<file path="config.mk">
export PLATFORM = sky130hd
export DESIGN_NAME = vecmat_add
export DESIGN_NICKNAME = d
export VERILOG_FILES = /design/src/source/lstm_pkg.sv /design/src/source/vecmat_add.sv
export SDC_FILE = /design/constraint.sdc
export NUM_CORES = 1
export LEC_CHECK = 0
export ABC_AREA = 0
export CAP_MARGIN = 10
export CORE_MARGIN = 2
export CORE_UTILIZATION = 45
export DETAILED_ROUTE_END_ITERATION = 6
export DONT_BUFFER_PORTS = 1
export GPL_TIMING_DRIVEN = 0
export HOLD_SLACK_MARGIN = 0.03
export SLEW_MARGIN = 10
export SYNTH_ARGS = -nofsm -noshare
export SYNTH_HDL_FRONTEND = slang
export SYNTH_SLANG_ARGS = --single-unit
export TNS_END_PERCENT = 30
</file>
<file path="constraint.sdc">
create_clock -name clk -period 4.31 [get_ports clk]
set_input_delay 0.862 -clock clk [delete_from_list [all_inputs] [get_ports clk]]
set_output_delay 0.862 -clock clk [all_outputs]
set_load 0.01 [all_outputs]
</file>
<file path="src/source/lstm_pkg.sv">
`default_nettype none

package lstm_pkg;

	// Q7.8 words throughout the gate
	localparam int data_width = 16;
	localparam int frac_bits = 8;

	localparam logic signed [data_width-1:0] one_fixed = 16'sd256;
	localparam logic signed [data_width-1:0] half_fixed = 16'sd128;

	// activation select, carried alongside the data
	typedef enum logic [1:0] {
		act_sigmoid = 2'd0,
		act_tanh = 2'd1,
		act_none = 2'd2
	} act_op_t;

endpackage

`default_nettype wire
</file>
<file path="src/source/vecmat_add.sv">
`timescale 1ns/10ps
`default_nettype none

module vecmat_add #(
	parameter int vect_len = 8
) (
	input wire clk,
	input wire [vect_len*lstm_pkg::data_width-1:0] products,
	output logic signed [lstm_pkg::data_width+$clog2(vect_len)-1:0] sum
);
	import lstm_pkg::*;

	localparam int levels = $clog2(vect_len);

	// level l holds vect_len >> (l+1) partial sums, each data_width+l+1 bits wide
	genvar l;
	generate
		for (l = 0; l < levels; l++) begin : lvl
			localparam int n = vect_len >> (l + 1);

			logic signed [data_width+l:0] node [n];

			if (l == 0) begin : leaf
				always_ff @(posedge clk) begin
					for (int i = 0; i < n; i++) begin
						node[i] <= $signed(products[2*i*data_width +: data_width])
							+ $signed(products[(2*i+1)*data_width +: data_width]);
					end
				end
			end else begin : inner
				// one extra bit per level, so no overflow check here
				always_ff @(posedge clk) begin
					for (int i = 0; i < n; i++) begin
						node[i] <= lvl[l-1].node[2*i] + lvl[l-1].node[2*i+1];
					end
				end
			end
		end
	endgenerate

	assign sum = lvl[levels-1].node[0]; // root of the tree

endmodule

`default_nettype wire

</file>
==> flow_metrics.env <==
export IMPL_area_delta_synth_final_pct=11.1
export IMPL_cap_violations=0
export IMPL_seq_power_share_pct=30.5
export IMPL_io_pins=148
export IMPL_dieArea_um2=18000
export IMPL_synth_cell_types=56
export IMPL_multiInputGateArea_um2=5040
export IMPL_num_vias=5994
export IMPL_r2r_end="lvl[2].node[0][18]"
export IMPL_cp_required_ns=4.62
export IMPL_worstHoldStart="lvl[0].node[2][0]"
export IMPL_p_leak_uw=0.00366
export IMPL_fin_crit_ns=2.73
export IMPL_hold_depth=1
export IMPL_crit_buf_inv=0
export IMPL_drv_slew=0
export IMPL_max_freq_mhz=366
export IMPL_cts_tree="built"
export IMPL_combPwrFrac_pct=46.5
export IMPL_drtIter0Drc=342
export IMPL_max_slew_margin_pct=58.9
export IMPL_largest_register_ffs=123
export IMPL_critPathArrivalTime_ns=3.04
export IMPL_grt_max_degree=17
export IMPL_status="finished, final reports clean"
export IMPL_row_count=47
export IMPL_dpl_cell_count=1046
export IMPL_clock_latency_ns=0.41
export IMPL_coreArea_um2=16600
export IMPL_route_detailed_drc=0
export IMPL_ir_drop_v=0.000432
export IMPL_synth_warnings=0
export IMPL_grt_pass1_vias=5750
export IMPL_h_tree_depth=4
export IMPL_rsz0062_at_grt="false"
export IMPL_die_w_um=134
export IMPL_clock_power_share_pct=23.0
export IMPL_pre_cts_ws_ns=1.16
export IMPL_dr_pass1_iters=5
export IMPL_cts_clk_slew_worst_paths_ns=0.05
export IMPL_synthCells=826
export IMPL_critPathMaxFanout=4
export IMPL_fin_setup_tns_ns=0
export IMPL_fin_skew_ns=0.00553
export IMPL_port_buffers=0
export IMPL_yosysSeqAreaShare_pct=32.2
export IMPL_powerDensity_nw_per_um2=686
export IMPL_numClockSinks=123
export IMPL_antenna_found_initial=0
export IMPL_async_reset_ff_share_pct=0
export IMPL_critPathCaptureType="register"
export IMPL_grt_pass1_wl_mm=26.4
export IMPL_final_cells=1078
export IMPL_grt_total_usage_pct=18.1
export IMPL_hp_class="register to register"
export IMPL_postRouteAntennaNets=0
export IMPL_synth_largest_area_cell="dfxtp_1"
export IMPL_ys_top_cells_by_area="dfxtp_1, ha_1, xnor2_1"
export IMPL_tightest_slew_ns=0.610
export IMPL_setup_ws_ns=1.58
export IMPL_cts_buffers=17
export IMPL_postCtsSetupRepairBufs=0
export IMPL_synth_cell_area_um2=7640
export IMPL_ctsHoldBuffers=0
export IMPL_post_route_period_util_pct=63.3
export IMPL_cp_slowest_cell="fa_1"
export IMPL_power_switching_uw=2190
export IMPL_layout_cells_most_common="dfxtp_1"
export IMPL_synth_edff_count=0
export IMPL_path_cells="ha_1 -> fa_1 -> a211oi_1 -> o21ai_0 -> a31oi_1 -> or3_1 -> a21oi_1 -> o41ai_1"
export IMPL_final_cell_mix="dfxtp_1, ha_1, a21oi_1, xnor2_1, nor2_1"
export IMPL_start_util_pct=46.1
export IMPL_place_hpwl_mm=13.1
export IMPL_fillCellCount=1588
export IMPL_synth_top_flop_cell="dfxtp_1"
export IMPL_die_y_um=134
export IMPL_synth_top_area_share_pct=32.2
export IMPL_regArea_um2=2460
export IMPL_gr_total_overflow=0
export IMPL_timing_hold_ws_ns=0.444
export IMPL_hold_viol_final=0
export IMPL_gp_congestion=0.884
export IMPL_r2r_start="lvl[1].node[0][18]"
export IMPL_fin_nets=1097
export IMPL_synth_area_per_cell_um2=9.25
export IMPL_cp_slowest_stage_delay_ns=0.43
export IMPL_synth_seq_cells=123
export IMPL_crit_type="input pin to register"
export IMPL_drive_above_1_share_pct=4.78
export IMPL_intPower_uw=3630
export IMPL_cts_resized=0
export IMPL_root_buffer="clkbuf_16"
export IMPL_setup_violations=0
export IMPL_hold_end="lvl[1].node[0][18]"
export IMPL_post_drt_wl_per_cell_um=14.8
export IMPL_critPathTopFamily="compound AO/OA/AOI/OAI gates"
export IMPL_cts_buffer_depth=2
export IMPL_n_antenna_cell=0
export IMPL_reg2regPathDepth=9
export IMPL_sw_frac_of_total_pct=37.6
export IMPL_top_register="lvl.node"
export IMPL_synth_fp_nets=1078
export IMPL_critPathLaunchType="input pin"
export IMPL_wl_mm=16.0
export IMPL_worst_r2r_setup_slack_ns=1.77
export IMPL_viasPerCell=5.56
export IMPL_largestRegisters="lvl.node (123)"
-- worst max-delay path by stage --
stage / end / startpoint / cells past startpoint
detailed placement: lvl[0].node[1][16] / products[32] / 8
CTS: lvl[0].node[1][16] / products[32] / 8
floorplan: lvl[0].node[1][16] / products[32] / 8
global placement: lvl[0].node[1][16] / products[32] / 8
finish: lvl[0].node[1][16] / products[32] / 8
global route: lvl[0].node[1][16] / products[32] / 8
-- cell families after synthesis --
group / after synthesis / synth area share [%]
adder cells (fa/ha/maj): 123 / 20.8
buffers and inverters: 38 / 1.87
XOR/XNOR: 88 / 10.1
flip-flops: 123 / 32.2
AO/OA/AOI/OAI: 270 / 23.4
AND/OR/NAND/NOR: 184 / 11.6
-- per-stage QoR --
step	util (%)	power [uW]	instance area (um^2)
finish	51.2	5820	8490
global route	51.2	6310	8490
CTS	51.2	5880	8490
detailed placement	47.7	4500	7920
global placement	47.7	4460	7920
floorplan	-	3920	7640
-- worst register-to-register path, cell delays in order, from the launching register on --
cell      delay (ns)
dfxtp_1         0.32
ha_1            0.20
inv_1           0.07
fa_1            0.40
nor2b_1         0.17
o31ai_1         0.15
a211oi_1        0.55
o21ai_0         0.24
a21oi_1         0.23
o31ai_1         0.10
-- Yosys cell counts (13+ instances only) --
cell type	count
a211oi_1	15
o21ai_0	44
nand2_1	42
nand3_1	19
ha_1	116
o21a_1	13
nor2_1	51
inv_1	36
a21oi_1	79
o21bai_1	15
xor2_1	21
nor3_1	20
a21o_1	23
xnor2_1	67
dfxtp_1	123
-- cell type report --
class | count | share of cell area, %
inverters | 36 | 1.59
flip-flops and latches | 123 | 29.0
multi-input cells | 665 | 59.4
clock buffers | 26 | 6.00
clock inverters | 6 | 0.708
well taps | 220 | 3.24
plain buffers | 2 | 0.0885
-- routing by layer --
| layer | global-route usage, % | part of all wire, % |
|---|---|---|
| met4 | 5.15 | 1.2 |
| met5 | 0 | 0 |
| met2 | 28.5 | 46 |
| met3 | 4.95 | 5.0 |
| met1 | 24.5 | 48 |
-- power groups by stage --
stage / logic (uW) / registers, uW / clock network [uW]
final: 2700 / 1780 / 1340
after global routing: 3060 / 1820 / 1430
after CTS: 2720 / 1790 / 1370
after detailed placement: 2690 / 1810 / 0
after global placement: 2660 / 1810 / 0
after floorplan: 2180 / 1740 / 0
Note: power is estimated with default switching activity, not from simulation.
