==> src/source/lstm_pkg.sv <==
`default_nettype none

package lstm_pkg;

	// Q7.8 words throughout the gate
	localparam int data_width = 16;
	localparam int frac_bits = 8;

	localparam logic signed [data_width-1:0] one_fixed = 16'sd256;
	localparam logic signed [data_width-1:0] half_fixed = 16'sd128;

	// activation select, carried alongside the data
	typedef enum logic [1:0] {
		act_sigmoid = 2'd0,
		act_tanh = 2'd1,
		act_none = 2'd2
	} act_op_t;

endpackage

`default_nettype wire
==> src/source/gate_activation.sv <==
`timescale 1ns/10ps
`default_nettype none

module gate_activation #(
	parameter int sum_width = 19
) (
	input wire clk,
	input wire reset,
	input wire valid_in,
	input wire lstm_pkg::act_op_t op,
	input wire signed [sum_width-1:0] x_sum,
	input wire signed [sum_width-1:0] h_sum,
	input wire signed [lstm_pkg::data_width-1:0] bias,
	output logic valid_out,
	output logic signed [lstm_pkg::data_width-1:0] y
);
	import lstm_pkg::*;

	localparam int pre_width = sum_width + 2;
	localparam logic signed [pre_width-1:0] word_max = (2 ** (data_width - 1)) - 1;
	localparam logic signed [pre_width-1:0] word_min = -(2 ** (data_width - 1));

	logic signed [pre_width-1:0] pre_wide;
	logic signed [data_width-1:0] pre_q;
	logic signed [data_width-1:0] hs;
	act_op_t op_q;
	logic valid_q;

	assign pre_wide = x_sum + h_sum + bias; // two spare bits, cannot wrap

	// stage one: saturated pre-activation
	always_ff @(posedge clk) begin
		if (pre_wide > word_max)
			pre_q <= word_max[data_width-1:0];
		else if (pre_wide < word_min)
			pre_q <= word_min[data_width-1:0];
		else
			pre_q <= pre_wide[data_width-1:0];
		op_q <= op;
	end

	// x/4 + 0.5, range stays inside the word
	assign hs = (pre_q >>> 2) + half_fixed;

	// stage two: activation
	always_ff @(posedge clk) begin
		case (op_q)
			act_sigmoid: begin
				if (hs < 0)
					y <= '0;
				else if (hs > one_fixed)
					y <= one_fixed;
				else
					y <= hs;
			end
			act_tanh: begin
				if (pre_q < -one_fixed)
					y <= -one_fixed;
				else if (pre_q > one_fixed)
					y <= one_fixed;
				else
					y <= pre_q;
			end
			default: y <= pre_q; // act_none and the unused code
		endcase
	end

	always_ff @(posedge clk) begin
		if (!reset) begin
			valid_q <= 1'b0;
			valid_out <= 1'b0;
		end else begin
			valid_q <= valid_in;
			valid_out <= valid_q;
		end
	end

endmodule

`default_nettype wire

==> config.mk <==
export PLATFORM = sky130hd
export DESIGN_NAME = gate_activation
export DESIGN_NICKNAME = d
export VERILOG_FILES = /design/src/source/lstm_pkg.sv /design/src/source/gate_activation.sv
export SDC_FILE = /design/constraint.sdc
export NUM_CORES = 1
export LEC_CHECK = 0
export ABC_CLOCK_PERIOD_IN_PS = 2900
export BUFFER_PORTS_ARGS = -buffer_cell sky130_fd_sc_hd__buf_2
export CAP_MARGIN = 20
export CORE_ASPECT_RATIO = 0.7
export CORE_MARGIN = 1.5
export CORE_UTILIZATION = 48
export DETAILED_ROUTE_END_ITERATION = 8
export HOLD_SLACK_MARGIN = 0.02
export MAX_ROUTING_LAYER = met4
export PLACE_DENSITY = 0.83
export SLEW_MARGIN = 5
export SYNTH_ARGS = -nofsm -noshare
export SYNTH_HDL_FRONTEND = slang
export SYNTH_SLANG_ARGS = --single-unit
==> constraint.sdc <==
create_clock -name clk -period 2.9 [get_ports clk]
set_clock_uncertainty 0.15 [all_clocks]
set_input_delay 0 -clock clk [delete_from_list [all_inputs] [get_ports clk]]
set_output_delay 0 -clock clk [all_outputs]
set_load 0.01 [all_outputs]
==> impl_metrics.py <==
metrics = {
    "worst_setup_path": {
        "startpoint_type": "input pin",
        "cp-end-kind": "flop",
        "criticalPathCategory": "input pin to flop",
        "worst-path-max-fanout": 15,
        "required_ns": 2.93,
        "worstPathArrival_ns": 2.87,
    },
    "synth": {
        "synth_compound_area_share_pct": 29.9,
        "synth.ff_latch_count": 36,
        "ys.flop_type": "dfxtp_1",
        "yosys.area_share.simple_pct": 11.1,
        "synth_area_per_cell_sq_um": 9.69,
        "syn_nets": 380,
        "synth_top_family_by_area": "compound AO/OA/AOI/OAI gates",
        "synth_xor_area_share_pct": 4.50,
        "synthAdderAreaFrac_pct": 23.9,
        "async_reset_ff_share_pct": 0,
        "synth_cells": 281,
        "synth_edf_count": 0,
        "synthMuxAreaShare_pct": 0.367,
        "yosys_warnings": 0,
        "synth_cell_types": 53,
        "seq_area_frac_synth_pct": 26.5,
        "synthesis.area_sq_mm": 0.00272,
    },
    "timing": {
        "hold_viol": 0,
        "tightest_slew_ns": 0.696,
        "finalCriticalPeriod_ns": 2.84,
        "relSlewSlack_pct": 53.2,
        "finalMaxSlewViolations": 0,
        "totalNegativeSetupSlack_ns": 0,
        "finalSetupViolCount": 0,
        "fmax_ghz": 0.352,
        "layout_worst_path_cycle_share_pct": 98.0,
        "rsz0062_at_grt": "yes",
    },
    "layout": {
        "fin_cells": 484,
        "diodes": 0,
        "stdcell_area_sq_mm": 0.00382,
        "final_common_cell": "buf_2",
        "area_growth_pct": 40.4,
        "layout_common_cells": "74 x buf_2, 44 x buf_4, 36 x dfxtp_1",
        "drive_gt1_share_pct": 40.5,
        "nNetsFinal": 510,
    },
    "worst_hold_path": {
        "hold_path_class": "input pin to flop",
    },
    "die": {
        "core-area_sq_mm": 0.00534,
        "io_pins": 76,
        "fp-row-count": 22,
        "die_width_microns": 93.0,
        "die_area_sq_mm": 0.00614,
        "initial_core_util_pct": 51.0,
        "die_y_microns": 66.0,
    },
    "cts": {
        "clkSlewWorstSetupHoldPaths_ns": 0.07,
        "cts_buffers": 5,
        "cts.sinks": 36,
        "cts-root-buf": "clkbuf_8",
        "htree_levels": 2,
        "clockBufferDepth": 2,
        "cts_tree": "yes",
        "insertion_delay_ns": 0.29,
    },
    "routing": {
        "top_layer_used": "met4",
        "drt_iter0_markers": 255,
        "wl_mm": 7.16,
        "met2_length_mm": 3.24,
        "viasPerCell": 5.57,
        "vias": 2698,
        "ant_nets": 0,
        "met1_length_mm": 3.25,
        "drc": 0,
        "routed-wl-met3_microns": 477,
        "avgRoutedWirePerCell_microns": 14.8,
        "drt-pass1-iter-count": 6,
    },
    "power": {
        "p_per_area_mw_per_mm2": 726,
        "irDropWorstVdd_v": 0.000300,
        "p_leak_nw": 1.74,
    },
    "job": {
        "drv_cap": 0,
    },
    "global_route": {
        "grt_start_max_net_pins": 16,
        "grt_pass1_wl_mm": 10.8,
        "grt_remaining_overflow": 0,
        "antenna_found_initial": 0,
        "grt_usage_pct": 22.5,
        "grt_pass1_vias": 2497,
    },
    "placement": {
        "hpwl_mm": 5.18,
        "io_buffers": 75,
        "dpl_cell_area_sq_mm": 0.00355,
        "gp_congestion": 0.921,
        "dp.cells": 466,
    },
    "outcome": {
        "status": "finished, final reports clean",
    },
}
-- report_power, final --
part           total, mW  switching [mW]  internal (mW)
logic               1.59           0.843          0.747
clock network      0.361           0.168          0.193
registers          0.825           0.152          0.673
-- worst paths after layout --
check	depth (start not counted)	slack, ns	endpoint	start
setup reg to reg	6	0.32	y[0]	pre_q[10]
setup / recovery	11	0.06	pre_q[2]	x_sum[13]
hold / removal	5	0.12	pre_q[1]	x_sum[1]
hold reg to reg	1	0.31	valid_out	valid_q
-- worst max-delay path: stages --
cell and delay (ns):
buf_2 0.11, fa_1 0.49, ha_1 0.33, buf_4 0.16
o21ai_0 0.19, a21oi_1 0.14, nor3_1 0.56, o31ai_2 0.17
o41ai_4 0.43, buf_12 0.20, o21ai_1 0.08
-- Yosys cell counts (4+ instances only) --
cell type	n	share of area (%)
fa_1	20	15
nor2_1	20	2.8
a211oi_1	5	1.4
nor3_1	4	0.73
nand2_1	10	1.4
a21o_1	6	1.7
dfxtp_1	36	26
o21ai_2	8	2.6
o21ai_0	23	4.2
nand3_1	5	0.92
o21bai_1	4	1.1
inv_1	16	2.2
a21oi_1	22	4.0
ha_1	20	9.2
xor2_1	11	3.5
o211ai_1	6	1.7
a22o_1	10	3.2
-- metrics by stage --
step / hold WS [ns] / power (mW) / utilization (%) / worst slack (ns)
after floorplan: -0.122 / 1.71 / - / 0.00880
after global placement: -0.0468 / 2.17 / 66.5 / -0.147
after detailed placement: -0.0455 / 2.23 / 66.5 / -0.248
after CTS: 0.104 / 2.59 / 69.4 / 0.0340
after global routing: 0.161 / 2.94 / 71.6 / -0.0885
final: 0.124 / 2.78 / 71.6 / 0.0582
-- registers in the layout, indices dropped and copies added, names as in the netlist --
register   flops
y             16
op_q           2
valid_out      1
valid_q        1
pre_q         16
-- cell families after synthesis --
family | count (synthesis)
multiplexers | 1
XOR/XNOR | 14
adder cells (fa/ha/maj) | 40
AND/OR/NAND/NOR | 60
flip-flops | 36
buffers and inverters | 22
AO/OA/AOI/OAI | 108
-- repair_timing --
item	4_1_cts	5_1_grt
hold buffers	6	0
buffers inserted	0	3
resized for setup	0	21
setup endpoints to repair	0	15
hold endpoints to repair	5	0
-- area by class of cell --
class                      instances  area, sq um
multi-input combinational        223         2010
fill                             398         1520
timing repair buffer             129          848
sequential                        36          721
clock buffer                       8         90.1
tap                               72         90.1
inverter                          16         60.1
-- metal layers --
layer | vias up | track usage, %
met2 | 138 | 36.9
li1 | 1299 | -
met3 | 23 | 3.10
met1 | 1238 | 29.5
met5 | - | -
met4 | 0 | 6.06
Note: power is estimated with default switching activity, not from simulation.
